`config.mk`:
```
export PLATFORM = sky130hd
export DESIGN_NAME = cp0Top
export DESIGN_NICKNAME = d
export VERILOG_FILES = /design/src/logic/cp0Pkg.sv /design/src/logic/excPkg.sv /design/src/logic/excPrioritizer.sv /design/src/logic/cp0Timer.sv /design/src/logic/cp0Regs.sv /design/src/logic/cp0Top.sv
export SDC_FILE = /design/constraint.sdc
export NUM_CORES = 1
export LEC_CHECK = 0
export BUFFER_PORTS_ARGS = -buffer_cell sky130_fd_sc_hd__buf_2
export CORE_MARGIN = 1
export CORE_UTILIZATION = 25
export DETAILED_ROUTE_END_ITERATION = 10
export HOLD_SLACK_MARGIN = 0.02
export MAX_ROUTING_LAYER = met4
export PLACE_DENSITY = 0.49
export SYNTH_ARGS = -nofsm -noshare
export SYNTH_HDL_FRONTEND = slang
export SYNTH_HIERARCHICAL = 1
export SYNTH_SLANG_ARGS = --single-unit
export TNS_END_PERCENT = 10
```
`constraint.sdc`:
```
create_clock -name clk -period 2.3 [get_ports clk]
set_clock_uncertainty 0.2 [all_clocks]
set_input_delay 0.46 -clock clk [delete_from_list [all_inputs] [get_ports clk]]
set_output_delay 0.46 -clock clk [all_outputs]
set_load 0.02 [all_outputs]
```
`src/logic/cp0Pkg.sv`:
```
//**********************************************************
// architectural register definitions for the CP0 block
// register numbers, word types and field bit positions
// shared by the timer, the register file and the testbench
//**********************************************************

package cp0Pkg;

    typedef logic [31:0] word_t;     // one data word
    typedef logic [4:0]  regAddr_t;  // coprocessor register number

    //**********************************************************
    // register numbers
    //**********************************************************
    parameter regAddr_t RegBadVAddr = 5'd8;
    parameter regAddr_t RegCount    = 5'd9;
    parameter regAddr_t RegCompare  = 5'd11;
    parameter regAddr_t RegStatus   = 5'd12;
    parameter regAddr_t RegCause    = 5'd13;
    parameter regAddr_t RegEpc      = 5'd14;

    // only CU0 set, coprocessor 0 usable
    parameter word_t StatusReset = 32'h1000_0000;

    //**********************************************************
    // Status fields
    //**********************************************************
    parameter int StatusImHi = 15;  // interrupt mask
    parameter int StatusImLo = 8;
    parameter int StatusExl  = 1;   // exception level
    parameter int StatusIe   = 0;   // global interrupt enable

    //**********************************************************
    // Cause fields
    //**********************************************************
    parameter int CauseBd     = 31;  // branch delay slot
    parameter int CauseTi     = 30;  // timer interrupt pending
    parameter int CauseHwIpHi = 15;  // hardware IP7..IP2
    parameter int CauseHwIpLo = 10;
    parameter int CauseSwIpHi = 9;   // software IP1..IP0
    parameter int CauseSwIpLo = 8;
    parameter int CauseExcHi  = 6;   // exception code
    parameter int CauseExcLo  = 2;

endpackage

```
`src/logic/excPkg.sv`:
```
//**********************************************************
// exception reporting definitions
// flag vector layout as driven by the pipeline, the
// exception codes written into Cause and the interrupt lines
//**********************************************************

package excPkg;

    // one flag per event, bit 8 has the highest priority
    typedef logic [8:0] excFlags_t;

    parameter int FlagInt     = 8;
    parameter int FlagAdIf    = 7;  // fetch address error
    parameter int FlagRi      = 6;  // reserved instruction
    parameter int FlagSys     = 5;
    parameter int FlagBp      = 4;
    parameter int FlagEret    = 3;  // not an exception, returns from one
    parameter int FlagOv      = 2;
    parameter int FlagAdStore = 1;
    parameter int FlagAdLoad  = 0;

    typedef logic [4:0] excCode_t;

    //**********************************************************
    // exception codes
    //**********************************************************
    parameter excCode_t ExcInt  = 5'd0;
    parameter excCode_t ExcAdEL = 5'd4;
    parameter excCode_t ExcAdES = 5'd5;
    parameter excCode_t ExcSys  = 5'd8;
    parameter excCode_t ExcBp   = 5'd9;
    parameter excCode_t ExcRi   = 5'd10;
    parameter excCode_t ExcOv   = 5'd12;

    // external hardware interrupt lines
    parameter int HwIntWidth = 6;
    typedef logic [HwIntWidth-1:0] hwInt_t;

endpackage

```
`src/logic/excPrioritizer.sv`:
```
//**********************************************************
// fixed priority encoder for the pipeline exception flags
// picks the highest raised flag, gives its exception code
// and tells the register block where BadVAddr comes from
//**********************************************************

`timescale 1ns/1ps

module excPrioritizer (
    input  excPkg::excFlags_t flags_i,
    output logic              excTake_o,
    output excPkg::excCode_t  excCode_o,
    output logic              eretTake_o,
    output logic              badFromPc_o,
    output logic              badFromVaddr_o
);

    always_comb begin
        excTake_o      = 1'b0;
        excCode_o      = excPkg::ExcInt;
        eretTake_o     = 1'b0;
        badFromPc_o    = 1'b0;
        badFromVaddr_o = 1'b0;

        // first raised flag wins, everything below is dropped
        if (flags_i[excPkg::FlagInt]) begin
            excTake_o = 1'b1;
            excCode_o = excPkg::ExcInt;
        end else if (flags_i[excPkg::FlagAdIf]) begin
            excTake_o   = 1'b1;
            excCode_o   = excPkg::ExcAdEL;
            badFromPc_o = 1'b1;  // fetch address is the pc itself
        end else if (flags_i[excPkg::FlagRi]) begin
            excTake_o = 1'b1;
            excCode_o = excPkg::ExcRi;
        end else if (flags_i[excPkg::FlagSys]) begin
            excTake_o = 1'b1;
            excCode_o = excPkg::ExcSys;
        end else if (flags_i[excPkg::FlagBp]) begin
            excTake_o = 1'b1;
            excCode_o = excPkg::ExcBp;
        end else if (flags_i[excPkg::FlagEret]) begin
            // eret masks the lower data-side faults
            eretTake_o = 1'b1;
        end else if (flags_i[excPkg::FlagOv]) begin
            excTake_o = 1'b1;
            excCode_o = excPkg::ExcOv;
        end else if (flags_i[excPkg::FlagAdStore]) begin
            excTake_o      = 1'b1;
            excCode_o      = excPkg::ExcAdES;
            badFromVaddr_o = 1'b1;
        end else if (flags_i[excPkg::FlagAdLoad]) begin
            excTake_o      = 1'b1;
            excCode_o      = excPkg::ExcAdEL;
            badFromVaddr_o = 1'b1;
        end
    end

endmodule

```
`src/logic/cp0Timer.sv`:
```
//**********************************************************
// Count and Compare registers with the divided count tick
// Count steps once every CountDiv cycles, a match against a
// nonzero Compare raises a sticky interrupt until the next
// Compare write
//**********************************************************

`timescale 1ns/1ps

module cp0Timer #(
    parameter int CountDiv = 2
) (
    input  logic              clk,
    input  logic              reset_i,
    input  logic              wrEn_i,
    input  cp0Pkg::regAddr_t  wrAddr_i,
    input  cp0Pkg::word_t     wrData_i,
    output cp0Pkg::word_t     count_o,
    output cp0Pkg::word_t     compare_o,
    output logic              timerInt_o,
    output logic              timerMatch_o
);

    localparam int PhaseW = (CountDiv > 1) ? $clog2(CountDiv) : 1;

    logic [PhaseW-1:0] phase;  // divider phase
    logic              countWr;
    logic              compareWr;
    logic              tick;

    assign countWr   = wrEn_i && (wrAddr_i == cp0Pkg::RegCount);
    assign compareWr = wrEn_i && (wrAddr_i == cp0Pkg::RegCompare);
    assign tick      = (phase == PhaseW'(CountDiv - 1));

    // a Compare write in the same cycle masks the match
    assign timerMatch_o = (compare_o != '0) && (count_o == compare_o) && !compareWr;

    //**********************************************************
    // count and divider
    //**********************************************************
    always_ff @(posedge clk) begin
        if (reset_i) begin
            count_o <= '0;
            phase   <= '0;
        end else if (countWr) begin
            count_o <= wrData_i;
            phase   <= '0;  // restart so the next step is CountDiv away
        end else if (tick) begin
            count_o <= count_o + 32'd1;
            phase   <= '0;
        end else begin
            phase <= phase + 1'b1;
        end
    end

    //**********************************************************
    // compare and interrupt
    //**********************************************************
    always_ff @(posedge clk) begin
        if (reset_i) begin
            compare_o  <= '0;
            timerInt_o <= 1'b0;
        end else if (compareWr) begin
            compare_o  <= wrData_i;
            timerInt_o <= 1'b0;  // acknowledge
        end else if (timerMatch_o) begin
            timerInt_o <= 1'b1;
        end
    end

endmodule

```
`src/logic/cp0Regs.sv`:
```
//**********************************************************
// Status, Cause, EPC and BadVAddr with exception capture
// software writes go through the field masks, exceptions
// override them in the same cycle, reads are combinational
//**********************************************************

`timescale 1ns/1ps

module cp0Regs (
    input  logic              clk,
    input  logic              reset_i,

    // software write port
    input  logic              wrEn_i,
    input  cp0Pkg::regAddr_t  wrAddr_i,
    input  cp0Pkg::word_t     wrData_i,

    input  cp0Pkg::regAddr_t  rdAddr_i,

    // from the prioritizer
    input  logic              excTake_i,
    input  excPkg::excCode_t  excCode_i,
    input  logic              eretTake_i,
    input  logic              badFromPc_i,
    input  logic              badFromVaddr_i,

    // from the pipeline
    input  cp0Pkg::word_t     excPc_i,
    input  logic              inDelaySlot_i,
    input  cp0Pkg::word_t     vAddr_i,
    input  excPkg::hwInt_t    hwInt_i,

    // from the timer
    input  logic              timerInt_i,
    input  logic              timerMatch_i,
    input  cp0Pkg::word_t     count_i,
    input  cp0Pkg::word_t     compare_i,

    output cp0Pkg::word_t     status_o,
    output cp0Pkg::word_t     cause_o,
    output cp0Pkg::word_t     epc_o,
    output cp0Pkg::word_t     badVAddr_o,
    output cp0Pkg::word_t     rdData_o
);

    excPkg::hwInt_t hwIp;
    cp0Pkg::word_t  epcNext;

    // timer shares the IP7 line
    assign hwIp = {hwInt_i[excPkg::HwIntWidth-1] | timerInt_i,
                   hwInt_i[excPkg::HwIntWidth-2:0]};

    // delay slot faults restart at the branch
    assign epcNext = inDelaySlot_i ? (excPc_i - 32'd4) : excPc_i;

    always_ff @(posedge clk) begin
        if (reset_i) begin
            status_o   <= cp0Pkg::StatusReset;
            cause_o    <= '0;
            epc_o      <= '0;
            badVAddr_o <= '0;
        end else begin
            cause_o[cp0Pkg::CauseHwIpHi:cp0Pkg::CauseHwIpLo] <= hwIp;
            if (timerMatch_i) begin
                cause_o[cp0Pkg::CauseTi] <= 1'b1;  // sticky until reset
            end

            //**********************************************************
            // software writes
            //**********************************************************
            if (wrEn_i) begin
                case (wrAddr_i)
                    cp0Pkg::RegStatus: begin
                        status_o[cp0Pkg::StatusImHi:cp0Pkg::StatusImLo] <=
                            wrData_i[cp0Pkg::StatusImHi:cp0Pkg::StatusImLo];
                        status_o[cp0Pkg::StatusExl] <= wrData_i[cp0Pkg::StatusExl];
                        status_o[cp0Pkg::StatusIe]  <= wrData_i[cp0Pkg::StatusIe];
                    end
                    cp0Pkg::RegCause: begin
                        // only the two software interrupt bits
                        cause_o[cp0Pkg::CauseSwIpHi:cp0Pkg::CauseSwIpLo] <=
                            wrData_i[cp0Pkg::CauseSwIpHi:cp0Pkg::CauseSwIpLo];
                    end
                    cp0Pkg::RegEpc: epc_o <= wrData_i;
                    default: ;  // BadVAddr, Count, Compare not written here
                endcase
            end

            //**********************************************************
            // exception capture, placed last so it wins
            //**********************************************************
            if (excTake_i) begin
                status_o[cp0Pkg::StatusExl] <= 1'b1;
                cause_o[cp0Pkg::CauseExcHi:cp0Pkg::CauseExcLo] <= excCode_i;

                // nested exceptions keep the first return address
                if (!status_o[cp0Pkg::StatusExl]) begin
                    epc_o                    <= epcNext;
                    cause_o[cp0Pkg::CauseBd] <= inDelaySlot_i;
                end

                if (badFromPc_i) begin
                    badVAddr_o <= excPc_i;
                end else if (badFromVaddr_i) begin
                    badVAddr_o <= vAddr_i;
                end
            end else if (eretTake_i) begin
                status_o[cp0Pkg::StatusExl] <= 1'b0;
            end
        end
    end

    //**********************************************************
    // read mux
    //**********************************************************
    always_comb begin
        case (rdAddr_i)
            cp0Pkg::RegBadVAddr: rdData_o = badVAddr_o;
            cp0Pkg::RegCount:    rdData_o = count_i;
            cp0Pkg::RegCompare:  rdData_o = compare_i;
            cp0Pkg::RegStatus:   rdData_o = status_o;
            cp0Pkg::RegCause:    rdData_o = cause_o;
            cp0Pkg::RegEpc:      rdData_o = epc_o;
            default:             rdData_o = '0;  // unmapped
        endcase
    end

endmodule

```
`src/logic/cp0Top.sv`:
```
//**********************************************************
// CP0 top level
// ties the exception prioritizer, the timer and the
// register block together, CountDiv sets the timer rate
//**********************************************************

`timescale 1ns/1ps

module cp0Top #(
    parameter int CountDiv = 2
) (
    input  logic              clk,
    input  logic              reset_i,
    input  logic              wrEn_i,
    input  cp0Pkg::regAddr_t  wrAddr_i,
    input  cp0Pkg::word_t     wrData_i,
    input  cp0Pkg::regAddr_t  rdAddr_i,
    input  excPkg::excFlags_t excFlags_i,
    input  cp0Pkg::word_t     excPc_i,
    input  logic              inDelaySlot_i,
    input  cp0Pkg::word_t     vAddr_i,
    input  excPkg::hwInt_t    hwInt_i,
    output cp0Pkg::word_t     rdData_o,
    output cp0Pkg::word_t     status_o,
    output cp0Pkg::word_t     cause_o,
    output cp0Pkg::word_t     epc_o,
    output cp0Pkg::word_t     badVAddr_o,
    output cp0Pkg::word_t     count_o,
    output cp0Pkg::word_t     compare_o,
    output logic              timerInt_o
);

    logic             excTake;
    excPkg::excCode_t excCode;
    logic             eretTake;
    logic             badFromPc;
    logic             badFromVaddr;
    logic             timerMatch;  // qualified Count == Compare

    excPrioritizer prio0 (
        .flags_i        (excFlags_i),
        .excTake_o      (excTake),
        .excCode_o      (excCode),
        .eretTake_o     (eretTake),
        .badFromPc_o    (badFromPc),
        .badFromVaddr_o (badFromVaddr)
    );

    cp0Timer #(.CountDiv(CountDiv)) timer0 (
        .clk          (clk),
        .reset_i      (reset_i),
        .wrEn_i       (wrEn_i),
        .wrAddr_i     (wrAddr_i),
        .wrData_i     (wrData_i),
        .count_o      (count_o),
        .compare_o    (compare_o),
        .timerInt_o   (timerInt_o),
        .timerMatch_o (timerMatch)
    );

    cp0Regs regs0 (
        .clk            (clk),
        .reset_i        (reset_i),
        .wrEn_i         (wrEn_i),
        .wrAddr_i       (wrAddr_i),
        .wrData_i       (wrData_i),
        .rdAddr_i       (rdAddr_i),
        .excTake_i      (excTake),
        .excCode_i      (excCode),
        .eretTake_i     (eretTake),
        .badFromPc_i    (badFromPc),
        .badFromVaddr_i (badFromVaddr),
        .excPc_i        (excPc_i),
        .inDelaySlot_i  (inDelaySlot_i),
        .vAddr_i        (vAddr_i),
        .hwInt_i        (hwInt_i),
        .timerInt_i     (timerInt_o),
        .timerMatch_i   (timerMatch),
        .count_i        (count_o),
        .compare_i      (compare_o),
        .status_o       (status_o),
        .cause_o        (cause_o),
        .epc_o          (epc_o),
        .badVAddr_o     (badVAddr_o),
        .rdData_o       (rdData_o)
    );

endmodule

```
# Word-level counts from Yosys, hierarchy flattened
# Cells that the tools add are included.
[word_totals] register_bits=155 input_bits=125 wordCells=94
[classes] add_sub_neg=3 n_eq_ne=12 mux=47 bitwise_logic=2 reduce_logical=17
[op_table] cell="2-to-1 mux 32 bit" count=9
[op_table] cell="case mux 32 bit (6 select lines)" count=1
[op_table] cell="equality test 5 x 4 -> 1 bit, second input constant" count=11
[op_table] cell="2-to-1 mux 5 bit" count=8
[op_table] cell="adder 32 x 1 -> 32 bit, second input constant" count=1
[op_table] cell="equality test 32 bit" count=1
[op_table] cell="nonzero test 32 bit" count=1
[op_table] cell="subtractor 32 x 3 -> 32 bit, second input constant" count=1
[op_table] cell="2-to-1 mux 1 bit" count=26
[op_table] cell="AND reduction 2 bit" count=5
[op_table] cell="nonzero test 3 bit" count=2
[op_table] cell="logical AND 1 bit" count=4
[op_table] cell="2-to-1 mux 2 bit" count=2
[op_table] cell="nonzero test 2 bit" count=2
[op_table] cell="2-to-1 mux 3 bit" count=1
[op_table] cell="OR reduction 3 bit" count=1
[op_table] cell="OR reduction 2 bit" count=1
[op_table] cell="adder 1 bit, second input constant" count=1
[op_table] cell="logical NOT 1 bit" count=1
[op_table] cell="NOT 1 bit" count=1
[op_table] cell="bitwise OR 1 bit" count=1

# Depth between registers and ports, before layout
# Gate-level depths: netlist of run 1.
[logic_depth] depth_word=11 mapped_depth=8 mapped_depth_nobuf=7

# Hierarchy
# The synthesis of run 1 kept the hierarchy.
[by_module_without_submodules] module="cp0Regs" n_inst=1 cells_per_inst=629 area_per_inst_um2=5435.2 seq_area_each_um2=1781.7
[by_module_without_submodules] module="cp0Timer" n_inst=1 cells_per_inst=417 area_per_inst_um2=3393.3 seq_area_each_um2=1321.3
[by_module_without_submodules] module="excPrioritizer" n_inst=1 cells_per_inst=19 area_per_inst_um2=118.9 seq_area_each_um2=0.0

# Worst setup path after synthesis of run 1
# OpenSTA, ideal clock, no wires.
[synth_timing] path_type="input-to-reg" from="in excPc_i[14]" to="reg regs0.epc_o[31]" setup_time_ns=0.086 t_arrival_ns=2.095 t_required_ns=2.014 setup_slack_ns=-0.080 stages=7 path_buffers=2 cell_sequence="or4_1 -> or3_1 -> buf_6 -> buf_12 -> nor4_2 -> xnor2_1 -> a211oi_1"
[synth_via] elab_chain_cells=4
[synth_lines] item="from (decl)" line_no="cp0Top.sv:19" text="input cp0Pkg::word_t excPc_i,"
[synth_lines] item="subtractor 32 x 3 -> 32 bit" line_no="cp0Regs.sv:54" text="assign epcNext = inDelaySlot_i ? (excPc_i - 32'd4) : excPc_i;"
[synth_lines] item="2-to-1 mux 32 bit" line_no="cp0Regs.sv:54"
[synth_lines] item="2-to-1 mux 32 bit" line_no="cp0Regs.sv:97" text="if (!status_o[cp0Pkg::StatusExl]) begin"
[synth_lines] item="2-to-1 mux 32 bit" line_no="cp0Regs.sv:92" text="if (excTake_i) begin"
[synth_lines] item="to (signal assigned)" line_no="cp0Regs.sv:84" text="cp0Pkg::RegEpc: epc_o <= wrData_i;"
[synth_lines] item="to (signal assigned)" line_no="cp0Regs.sv:98" text="epc_o <= epcNext;"
[synth_lines] item="to (decl)" line_no="cp0Regs.sv:41" text="output cp0Pkg::word_t epc_o,"
# No other way between the ends.
# A chain may end at the register's enable or synchronous reset.

# Final worst setup path of run 1
[layout_timing] from="in rdAddr_i[3]" to="out rdData_o[3]"
[layout_via] elab_chain_cells=2
[layout_lines] item="from (decl)" line_no="cp0Top.sv:17" text="input cp0Pkg::regAddr_t rdAddr_i,"
[layout_lines] item="equality test 5 x 4 -> 1 bit" line_no="cp0Regs.sv:117" text="case (rdAddr_i)"
[layout_lines] item="case mux 32 bit (6 select lines) *" line_no="cp0Regs.sv:117"
[layout_lines] item="to (decl)" line_no="cp0Top.sv:23" text="output cp0Pkg::word_t rdData_o,"
# Mark *: on every way between the ends. The rest lies on a longest branch, timed or not.

==> results of run 1 <==
## critical path: cells and delay by family
| kind | cells | cell delay (ns) |
|---|---|---|
| AND/OR/NAND/NOR | 3 | 0.28 |
| buffers and inverters | 5 | 0.65 |
| AO/OA/AOI/OAI | 1 | 0.36 |
## stage by stage
step,instance area [µm²],hold slack (ns)
after detailed placement,11600,0.307
after CTS,12400,0.0232
after global placement,11600,0.300
after floorplan,9110,0.331
after global routing,12800,0.0518
final,12800,0.0398
## what timing repair did
item                                    in CTS  in global routing
pin swaps                                   10                 15
hold buffers                                 3                  0
buffers inserted                             1                  0
hold endpoints to repair                     3                  0
endpoints found under the setup margin      31                 42
gates resized for setup                     33                 91
gates cloned                                 2                  3
## final timing paths
path	from	to	slack, ns	depth (start not counted)
worst max-delay path	rdAddr_i[3]	rdData_o[3]	-0.10	9
worst min-delay path	hwInt_i[0]	regs0/cause_o[10]	0.04	2
worst max register to register	timer0/count_o[0]	timer0/count_o[31]	0.09	6
worst min register to register	timer0/compare_o[11]	timer0/compare_o[11]	0.32	2
## routing by layer
layer  share of wire  track usage  up-vias
met5               0            -        -
met4           0.023       0.0711        0
met3           0.062       0.0448       39
met2            0.46        0.350      352
met1            0.46        0.312     4589
li1                -            -     4512
## cell usage after synthesis (10+ instances only)
library cell  count
dfxtp_1         155
nor2_1          115
a211oi_1        107
nand2_1         107
clkbuf_1         68
mux2i_1          63
a22oi_1          61
xnor2_1          46
buf_4            43
xor2_1           41
a21oi_1          38
nor2b_1          25
nor4_1           23
nor3_1           19
nand3_1          18
nor4_2           13
inv_1            11
nand4_1          11
or3_1            11
a222oi_1         10
## area by class of cell
type	count	area [µm²]	area share
diodes	3	7.51	0.000588
clock buffers	20	457	0.0357
clock inverters	10	144	0.0113
inverters	11	41.3	0.00323
multi-input cells	813	5530	0.433
flip-flops and latches	155	3100	0.243
well taps	455	569	0.0446
repair buffers	421	2920	0.229
## power by group through the flow
stage               Sequential [mW]  Combinational, mW  Clock, mW
floorplan                      3.09              0.517          0
global placement               3.00               1.14          0
detailed placement             3.00               1.15          0
CTS                            2.94               1.17       3.02
global route                   2.96               1.29       3.12
finish                         2.95               1.19       2.97
## state kept, by name (all words and copies together) (netlist names)
signal	cells
timer0/compare_o	32
regs0/badVAddr_o	32
timer0/count_o	32
timer0/timerInt_o	1
timer0/phase	1
regs0/cause_o	15
regs0/epc_o	32
regs0/status_o	10
## cells in the final DEF, fill, tap and decap left out, types with 20 or more instances in the layout
master	instances
mux2i_1	63
nor4_1	21
nor2_1	114
xor2_1	41
buf_2	275
xnor2_1	46
a211oi_1	107
conb_1	40
dfxtp_1	154
nor2b_1	23
clkbuf_16	20
buf_4	84
a22oi_1	42
buf_6	36
a21oi_1	38
nand2_1	103
## kinds of logic (layout without fill, tap and decap cells)
logic type / count (synthesis) / count (layout) / share of synthesized area
simple gates: 387 / 387 / 0.225
mux: 64 / 64 / 0.0717
buf+inv: 134 / 462 / 0.0791
fa+ha+maj: 2 / 2 / 0.00280
other cells: 3 / 43 / 0.00126
xor+xnor: 87 / 87 / 0.0852
compound gates: 233 / 233 / 0.188
flops: 155 / 155 / 0.347
==> qor.yml, run 1 <==
layout:
  drive_gt1_frac: 0.362
  fin_nets: 1546
  fillers: 3680
  fin_util: 0.366
  areaGrowthSynthToFinish_pct: 42.8
  fin_cells: 1888
floorplan:
  fp.dieW_um: 191
  dieArea_um2: 36500
  io_pins: 350
  core_area_um2: 34900
  fp.dieH_um: 191
  rows: 68
  initial_core_util: 0.256
synth:
  yosysTopAreaCell: "dfxtp_1"
  ys_ff_latch: 155
  synthDistinctLibCells: 58
  synthArstFlopShare: 0
  syn_inst: 1065
  synth_edf_count: 0
  yosysWarnings: 6
  syn_area_um2: 8950
  yosys-top-cells-area: "dfxtp_1 (35%), a211oi_1 (9.0%), mux2i_1 (7.0%)"
  synth.avg_cell_area_um2: 8.40
  ys.flop_type: "dfxtp_1"
  yosysSeqAreaShare: 0.347
  yosysTopAreaCellShare: 0.347
sta:
  rsz0062_at_grt: "true"
  setup-violations-final: 18
  setup_tns_ns: -0.668
  fmax_mhz: 417
  fin_crit_sh: 1.04
  fin_crit_ns: 2.40
  slew_viol_final: 0
  setup_ws_ns: -0.101
  hold_violations: 0
status:
  violations: "negative setup slack"
  status: "complete, but fails checks"
power:
  seq_power_share: 0.415
  pwr-share-clk: 0.417
  p_int_mw: 5.01
  power.density_nw_per_um2: 557
  switchingPower_mw: 2.10
  ir_drop_uv: 429
  swShare: 0.295
  p_leak_nw: 5.62
  power_mw: 7.11
  combPwrFrac: 0.168
grt:
  grt_pass1_wl_um: 60100
  grt_pass1_vias: 8933
  grt_max_degree: 59
  track_usage: 0.233
  overflow: 0
  antenna_found_initial: 3
clock_network:
  cts_buffer_depth: 2
  cts_tree: "done"
  clk_pin_slew_ns: 0.06
  cts_sinks: 155
  cts-buffers-inserted: 17
  worstSkewPairLatency_ns: 0.44
  cts-htree-levels: 4
  cts_root_buffer: "clkbuf_16"
placed_design:
  port_buffers: 310
  place_congestion: 0.957
  dp.cells: 1846
  place_ws_ns: -0.284
  hpwlAfterDp_um: 33200
drt:
  ant_nets: 0
  drtIter0Drc: 762
  drt_wl_total_um: 42300
  drc: 0
  dr.pass1.iters: 7
  vias: 9492
  routedWlPerCell_um: 22.4
  vias_per_cell: 5.03
worst_setup_path:
  cp.required_ns: 1.64
  crit_chain: "buf_6 -> buf_6 -> nand2_4 -> nor3_4 -> buf_6 -> buf_16 -> a222oi_1 -> nand2_1 -> buf_6"
  cpMostUsedCell: "buf_6"
  path_class: "primary input to output pin"
  critPathLaunchType: "primary input"
  critPathCaptureType: "output pin"
  slowest_stage: "a222oi_1"
  worstPathArrival_ns: 1.74
  worstPathMaxFanout: 7
  max_stage_delay_ns: 0.36
run:
  cap_viol_max_count: 0
min_path:
  hold_class: "primary input to flip-flop"
(Power assumes the default switching activity.)
==> inputs of run 2 (changes only) <==
--- a/config.mk
+++ b/config.mk
@@ -12,6 +12,7 @@
 export HOLD_SLACK_MARGIN = 0.02
 export MAX_ROUTING_LAYER = met4
 export PLACE_DENSITY = 0.49
+export SKIP_LAST_GASP = 1
 export SYNTH_ARGS = -nofsm -noshare
 export SYNTH_HDL_FRONTEND = slang
 export SYNTH_HIERARCHICAL = 1
==> qor.yml, run 2 (same netlist as run 1, synthesis figures left out) <==
sta:
  setup-violations-final: 24
  rsz0062_at_grt: "true"
  hold_violations: 0
  fin_crit_ns: 2.39
  fmax_mhz: 418
  fin_crit_sh: 1.04
  hold_ws_ns: 0.0380
  slew_viol_final: 0
  setup_ws_ns: -0.0920
drt:
  drc: 0
  routedWlPerCell_um: 22.2
  ant_nets: 0
  wl_met1_um: 19300
  drtIter0Drc: 753
  dr.pass1.iters: 7
  vias: 9454
  top_layer: "met4"
  met2WireLength_um: 19000
  drt_wl_total_um: 42000
  vias_per_cell: 5.01
  route.met3.wl_um: 2670
grt:
  overflow: 0
  track_usage: 0.232
  grt_pass1_wl_um: 59900
  grt_pass1_vias: 8918
  antenna_found_initial: 4
  grt_max_degree: 59
worst_setup_path:
  worstPathArrival_ns: 1.73
  worstReg2RegStart: "timer0/count_o[15]"
  cp.required_ns: 1.64
  r2r_end: "timer0/count_o[30]"
  rrSetupSlack_ns: 0.09
  path_class: "primary input to output pin"
  critPathCaptureType: "output pin"
  worstPathMaxFanout: 7
  critPathLaunchType: "primary input"
  ff2ff_path_depth: 5
min_path:
  hold_depth: 2
  hold_class: "primary input to flip-flop"
  holdPathEnd: "regs0/cause_o[10]"
  holdCritStartpoint: "hwInt_i[0]"
power:
  p_int_mw: 5.00
  combPwrFrac: 0.166
  power.density_nw_per_um2: 570
  seq_power_share: 0.415
  p_leak_nw: 5.56
  pwr-share-clk: 0.419
  swShare: 0.296
  switchingPower_mw: 2.10
  ir_drop_uv: 426
layout:
  final_common_cell: "buf_2"
  fin_util: 0.357
  fillers: 3708
  fin_nets: 1544
  final_cell_mix: "buf_2 (301), dfxtp_1 (155), nor2_1 (114), a211oi_1 (107), nand2_1 (105)"
  areaGrowthSynthToFinish_pct: 39.3
  drive_gt1_frac: 0.345
placed_design:
  place_congestion: 0.957
  hpwlAfterDp_um: 33200
  port_buffers: 310
clock_network:
  cts_root_buffer: "clkbuf_16"
  cts_tree: "done"
  worstSkewPairLatency_ns: 0.44
  cts_sinks: 155
  cts_buffer_depth: 2
  cts-buffers-inserted: 17
  cts-htree-levels: 4
  clk_pin_slew_ns: 0.06
floorplan:
  core_area_um2: 34900
  initial_core_util: 0.256
  dieArea_um2: 36500
  io_pins: 350
  fp.dieH_um: 191
  fp.dieW_um: 191
  rows: 68
status:
  violations: "negative setup slack"
  status: "complete, but fails checks"
run:
  cap_viol_max_count: 0
## run 2: cell types whose count changed in the layout (fill, tap and decap cells not counted), moves of 2 or more
cell	change
clkbuf_16	-3
buf_6	-24
a22oi_1	+17
buf_2	+26
nand2_2	-2
a22oi_2	-17
nand2_1	+2
## run 2: timing repair
| action | 4_1_cts | 5_1_grt |
|---|---|---|
| endpoints found under the hold margin | 3 | 0 |
| buffers inserted | 1 | 1 |
| resized for setup | 28 | 15 |
| gates cloned | 2 | 0 |
| setup endpoints to repair | 31 | 43 |
| hold buffers | 3 | 0 |
| pin swaps | 10 | 5 |
## run 2: per-stage QoR
step	area, µm²	power (mW)	setup TNS [ns]	worst slack [ns]	instances
after floorplan	9110	3.60	-0.677	-0.0612	1102
after global placement	11600	4.14	-4.66	-0.277	1846
after detailed placement	11600	4.15	-5.29	-0.284	1846
after CTS	12400	7.14	-0.448	-0.0731	1882
after global routing	12500	7.34	-2.50	-0.122	1887
final	12500	7.10	-0.726	-0.0920	1887
## run 2: power by group through the flow
stage | Sequential (mW) | Clock, mW | Combinational [mW]
2_1_floorplan | 3.09 | 0 | 0.517
3_3_place_gp | 3.00 | 0 | 1.14
3_5_place_dp | 3.00 | 0 | 1.15
4_1_cts | 2.94 | 3.02 | 1.17
5_1_grt | 2.96 | 3.12 | 1.27
6_report | 2.95 | 2.98 | 1.18
## run 2: critical path, cell delays in order
cell	delay [ns]
buf_8	0.10
buf_6	0.12
nand2_8	0.06
nor3_4	0.05
buf_6	0.13
buf_16	0.13
a222oi_1	0.38
nand2_1	0.14
buf_6	0.16
## run 2: area by class of cell
class	instances	area, µm²	share of cell area
diodes	4	10.0	0.000803
clock buffers	20	457	0.0367
clock inverters	10	144	0.0115
inverters	11	41.3	0.00331
multi-input cells	813	5430	0.436
flip-flops and latches	155	3100	0.249
well taps	455	569	0.0457
repair buffers	419	2710	0.217
## run 2: worst max path at each step
stage,slack (ns),to,startpoint
after floorplan,-0.06,regs0/epc_o[20],excPc_i[14]
after CTS,-0.07,rdData_o[23],rdAddr_i[4]
final,-0.09,rdData_o[3],rdAddr_i[3]
after global routing,-0.12,rdData_o[3],rdAddr_i[3]
after detailed placement,-0.28,regs0/epc_o[24],excPc_i[14]
after global placement,-0.28,regs0/epc_o[24],excPc_i[14]
## run 2: routing by layer
metal,vias to the layer above,track usage
li1,4497,-
met1,4564,0.312
met2,350,0.348
met3,43,0.0448
met4,0,0.0711
met5,-,-
==> inputs of run 3 (changes only) <==
--- a/config.mk
+++ b/config.mk
@@ -6,6 +6,7 @@
 export NUM_CORES = 1
 export LEC_CHECK = 0
 export BUFFER_PORTS_ARGS = -buffer_cell sky130_fd_sc_hd__buf_2
+export CORE_ASPECT_RATIO = 1.4
 export CORE_MARGIN = 1
 export CORE_UTILIZATION = 25
 export DETAILED_ROUTE_END_ITERATION = 10
==> qor.yml, run 3 (same netlist as run 1, synthesis figures left out) <==
clock_network:
  clk_pin_slew_ns: 0.06
  cts-buffers-inserted: 17
  cts_root_buffer: "clkbuf_16"
  worstSkewPairLatency_ns: 0.44
  cts_sinks: 155
  cts-htree-levels: 4
  cts_tree: "done"
  cts_buffer_depth: 2
power:
  power_mw: 7.38
  ir_drop_uv: 353
  p_leak_nw: 5.78
  power.density_nw_per_um2: 572
layout:
  areaGrowthSynthToFinish_pct: 44.2
  diodes: 0
  drive_gt1_frac: 0.367
  final_cell_mix: "buf_2 (280), dfxtp_1 (154), buf_4 (119), nor2_1 (114), a211oi_1 (107)"
  final_common_cell: "buf_2"
  final_area_um2: 12900
  fin_nets: 1579
  fillers: 3681
placed_design:
  place_ws_ns: -0.307
  port_buffers: 310
  place_congestion: 0.970
  hpwlAfterDp_um: 36000
  dpl_cell_area_um2: 11800
drt:
  drt_wl_total_um: 45000
  vias_per_cell: 5.01
  vias: 9617
  drtIter0Drc: 733
  ant_nets: 0
  drc: 0
  dr.pass1.iters: 8
  routedWlPerCell_um: 23.4
run:
  cap_viol_max_count: 0
worst_setup_path:
  cp-startpoint: "rdAddr_i[4]"
  critPathLaunchType: "primary input"
  rrSetupSlack_ns: 0.06
  cp.required_ns: 1.64
  critPathCaptureType: "output pin"
  worstPathMaxFanout: 8
  worstPathArrival_ns: 1.68
  path_class: "primary input to output pin"
  worstReg2RegStart: "timer0/count_o[1]"
grt:
  busiest_layer: "met2"
  antenna_found_initial: 0
  use_met2: 0.452
  track_usage: 0.252
  grt_max_degree: 40
  grt_pass1_wl_um: 64100
  met3_usage: 0.0450
  grt_pass1_vias: 9630
  overflow: 0
  met1_usage: 0.273
status:
  violations: "negative setup slack"
  status: "complete, but fails checks"
floorplan:
  initial_core_util: 0.255
  fp.dieW_um: 162
  core_area_um2: 35100
  dieArea_um2: 36600
  io_pins: 350
  fp.dieH_um: 226
  rows: 81
sta:
  fmax_mhz: 428
  slew_headroom: 0.666
  setup_ws_ns: -0.0369
  slew_viol_final: 0
  rsz0062_at_grt: "true"
  worstMarginPinSlew_ns: 0.496
  setup-violations-final: 22
  fin_crit_sh: 1.02
  hold_violations: 0
  fin_crit_ns: 2.34
min_path:
  holdCritStartpoint: "hwInt_i[4]"
  hold_class: "primary input to flip-flop"
[run 3: cell types whose count changed in the layout (fill, tap and decap cells not counted), moves of 4 or more]
cell	delta
a22oi_1	-10
a22oi_2	+10
buf_2	-21
buf_4	+36
buf_6	+20
diode_2	-4
[run 3: routing by layer]
metal / vias up / part of all wire
li1: 4577 / -
met1: 4577 / 0.39
met2: 399 / 0.52
met3: 64 / 0.058
met4: 0 / 0.035
met5: - / 0
[run 3: what timing repair did]
item | in CTS | in global routing
hold buffers | 3 | 0
buffers inserted | 7 | 2
pin swaps | 22 | 14
gates resized for setup | 73 | 32
setup endpoints to repair | 39 | 41
cloned | 4 | 0
hold endpoints to repair | 3 | 0
[run 3: critical path, cell delays in order]
cell	delay, ns
buf_6	0.10
buf_4	0.13
nor4_4	0.30
buf_6	0.22
buf_12	0.14
a22oi_1	0.06
nand2_1	0.11
buf_4	0.15
[run 3: power breakdown]
part,leakage (nW),switching (mW),total (mW),internal (mW)
clock,0.312,1.21,3.18,1.98
combinational,4.20,0.766,1.24,0.469
sequential,1.27,0.160,2.96,2.80
[run 3: final cells by class]
cell class,count,area (µm²),share of cell area
Sequential cell,155,3100,0.241
Multi-Input combinational cell,813,5490,0.425
Inverter,11,43.8,0.00339
Clock inverter,11,193,0.0149
Timing Repair Buffer,454,3050,0.236
Clock buffer,20,457,0.0354
Tap cell,456,571,0.0442
[run 3: worst paths after layout]
| check | endpoint | cells past startpoint |
|---|---|---|
| worst max register to register | timer0/count_o[24] | 7 |
| worst min-delay path | regs0/cause_o[14] | 2 |
| worst max-delay path | rdData_o[17] | 8 |
| worst min register to register | regs0/status_o[15] | 2 |
[run 3: stage by stage]
stage | std cells | TNS [ns] | util | hold WS (ns)
after global placement | 1877 | -6.66 | 0.336 | 0.297
after global routing | 1920 | -2.32 | 0.368 | 0.0585
after CTS | 1921 | -0.945 | 0.366 | 0.0269
final | 1920 | -0.392 | 0.368 | 0.0494
after floorplan | 1102 | -0.677 | - | 0.331
after detailed placement | 1877 | -7.30 | 0.336 | 0.310
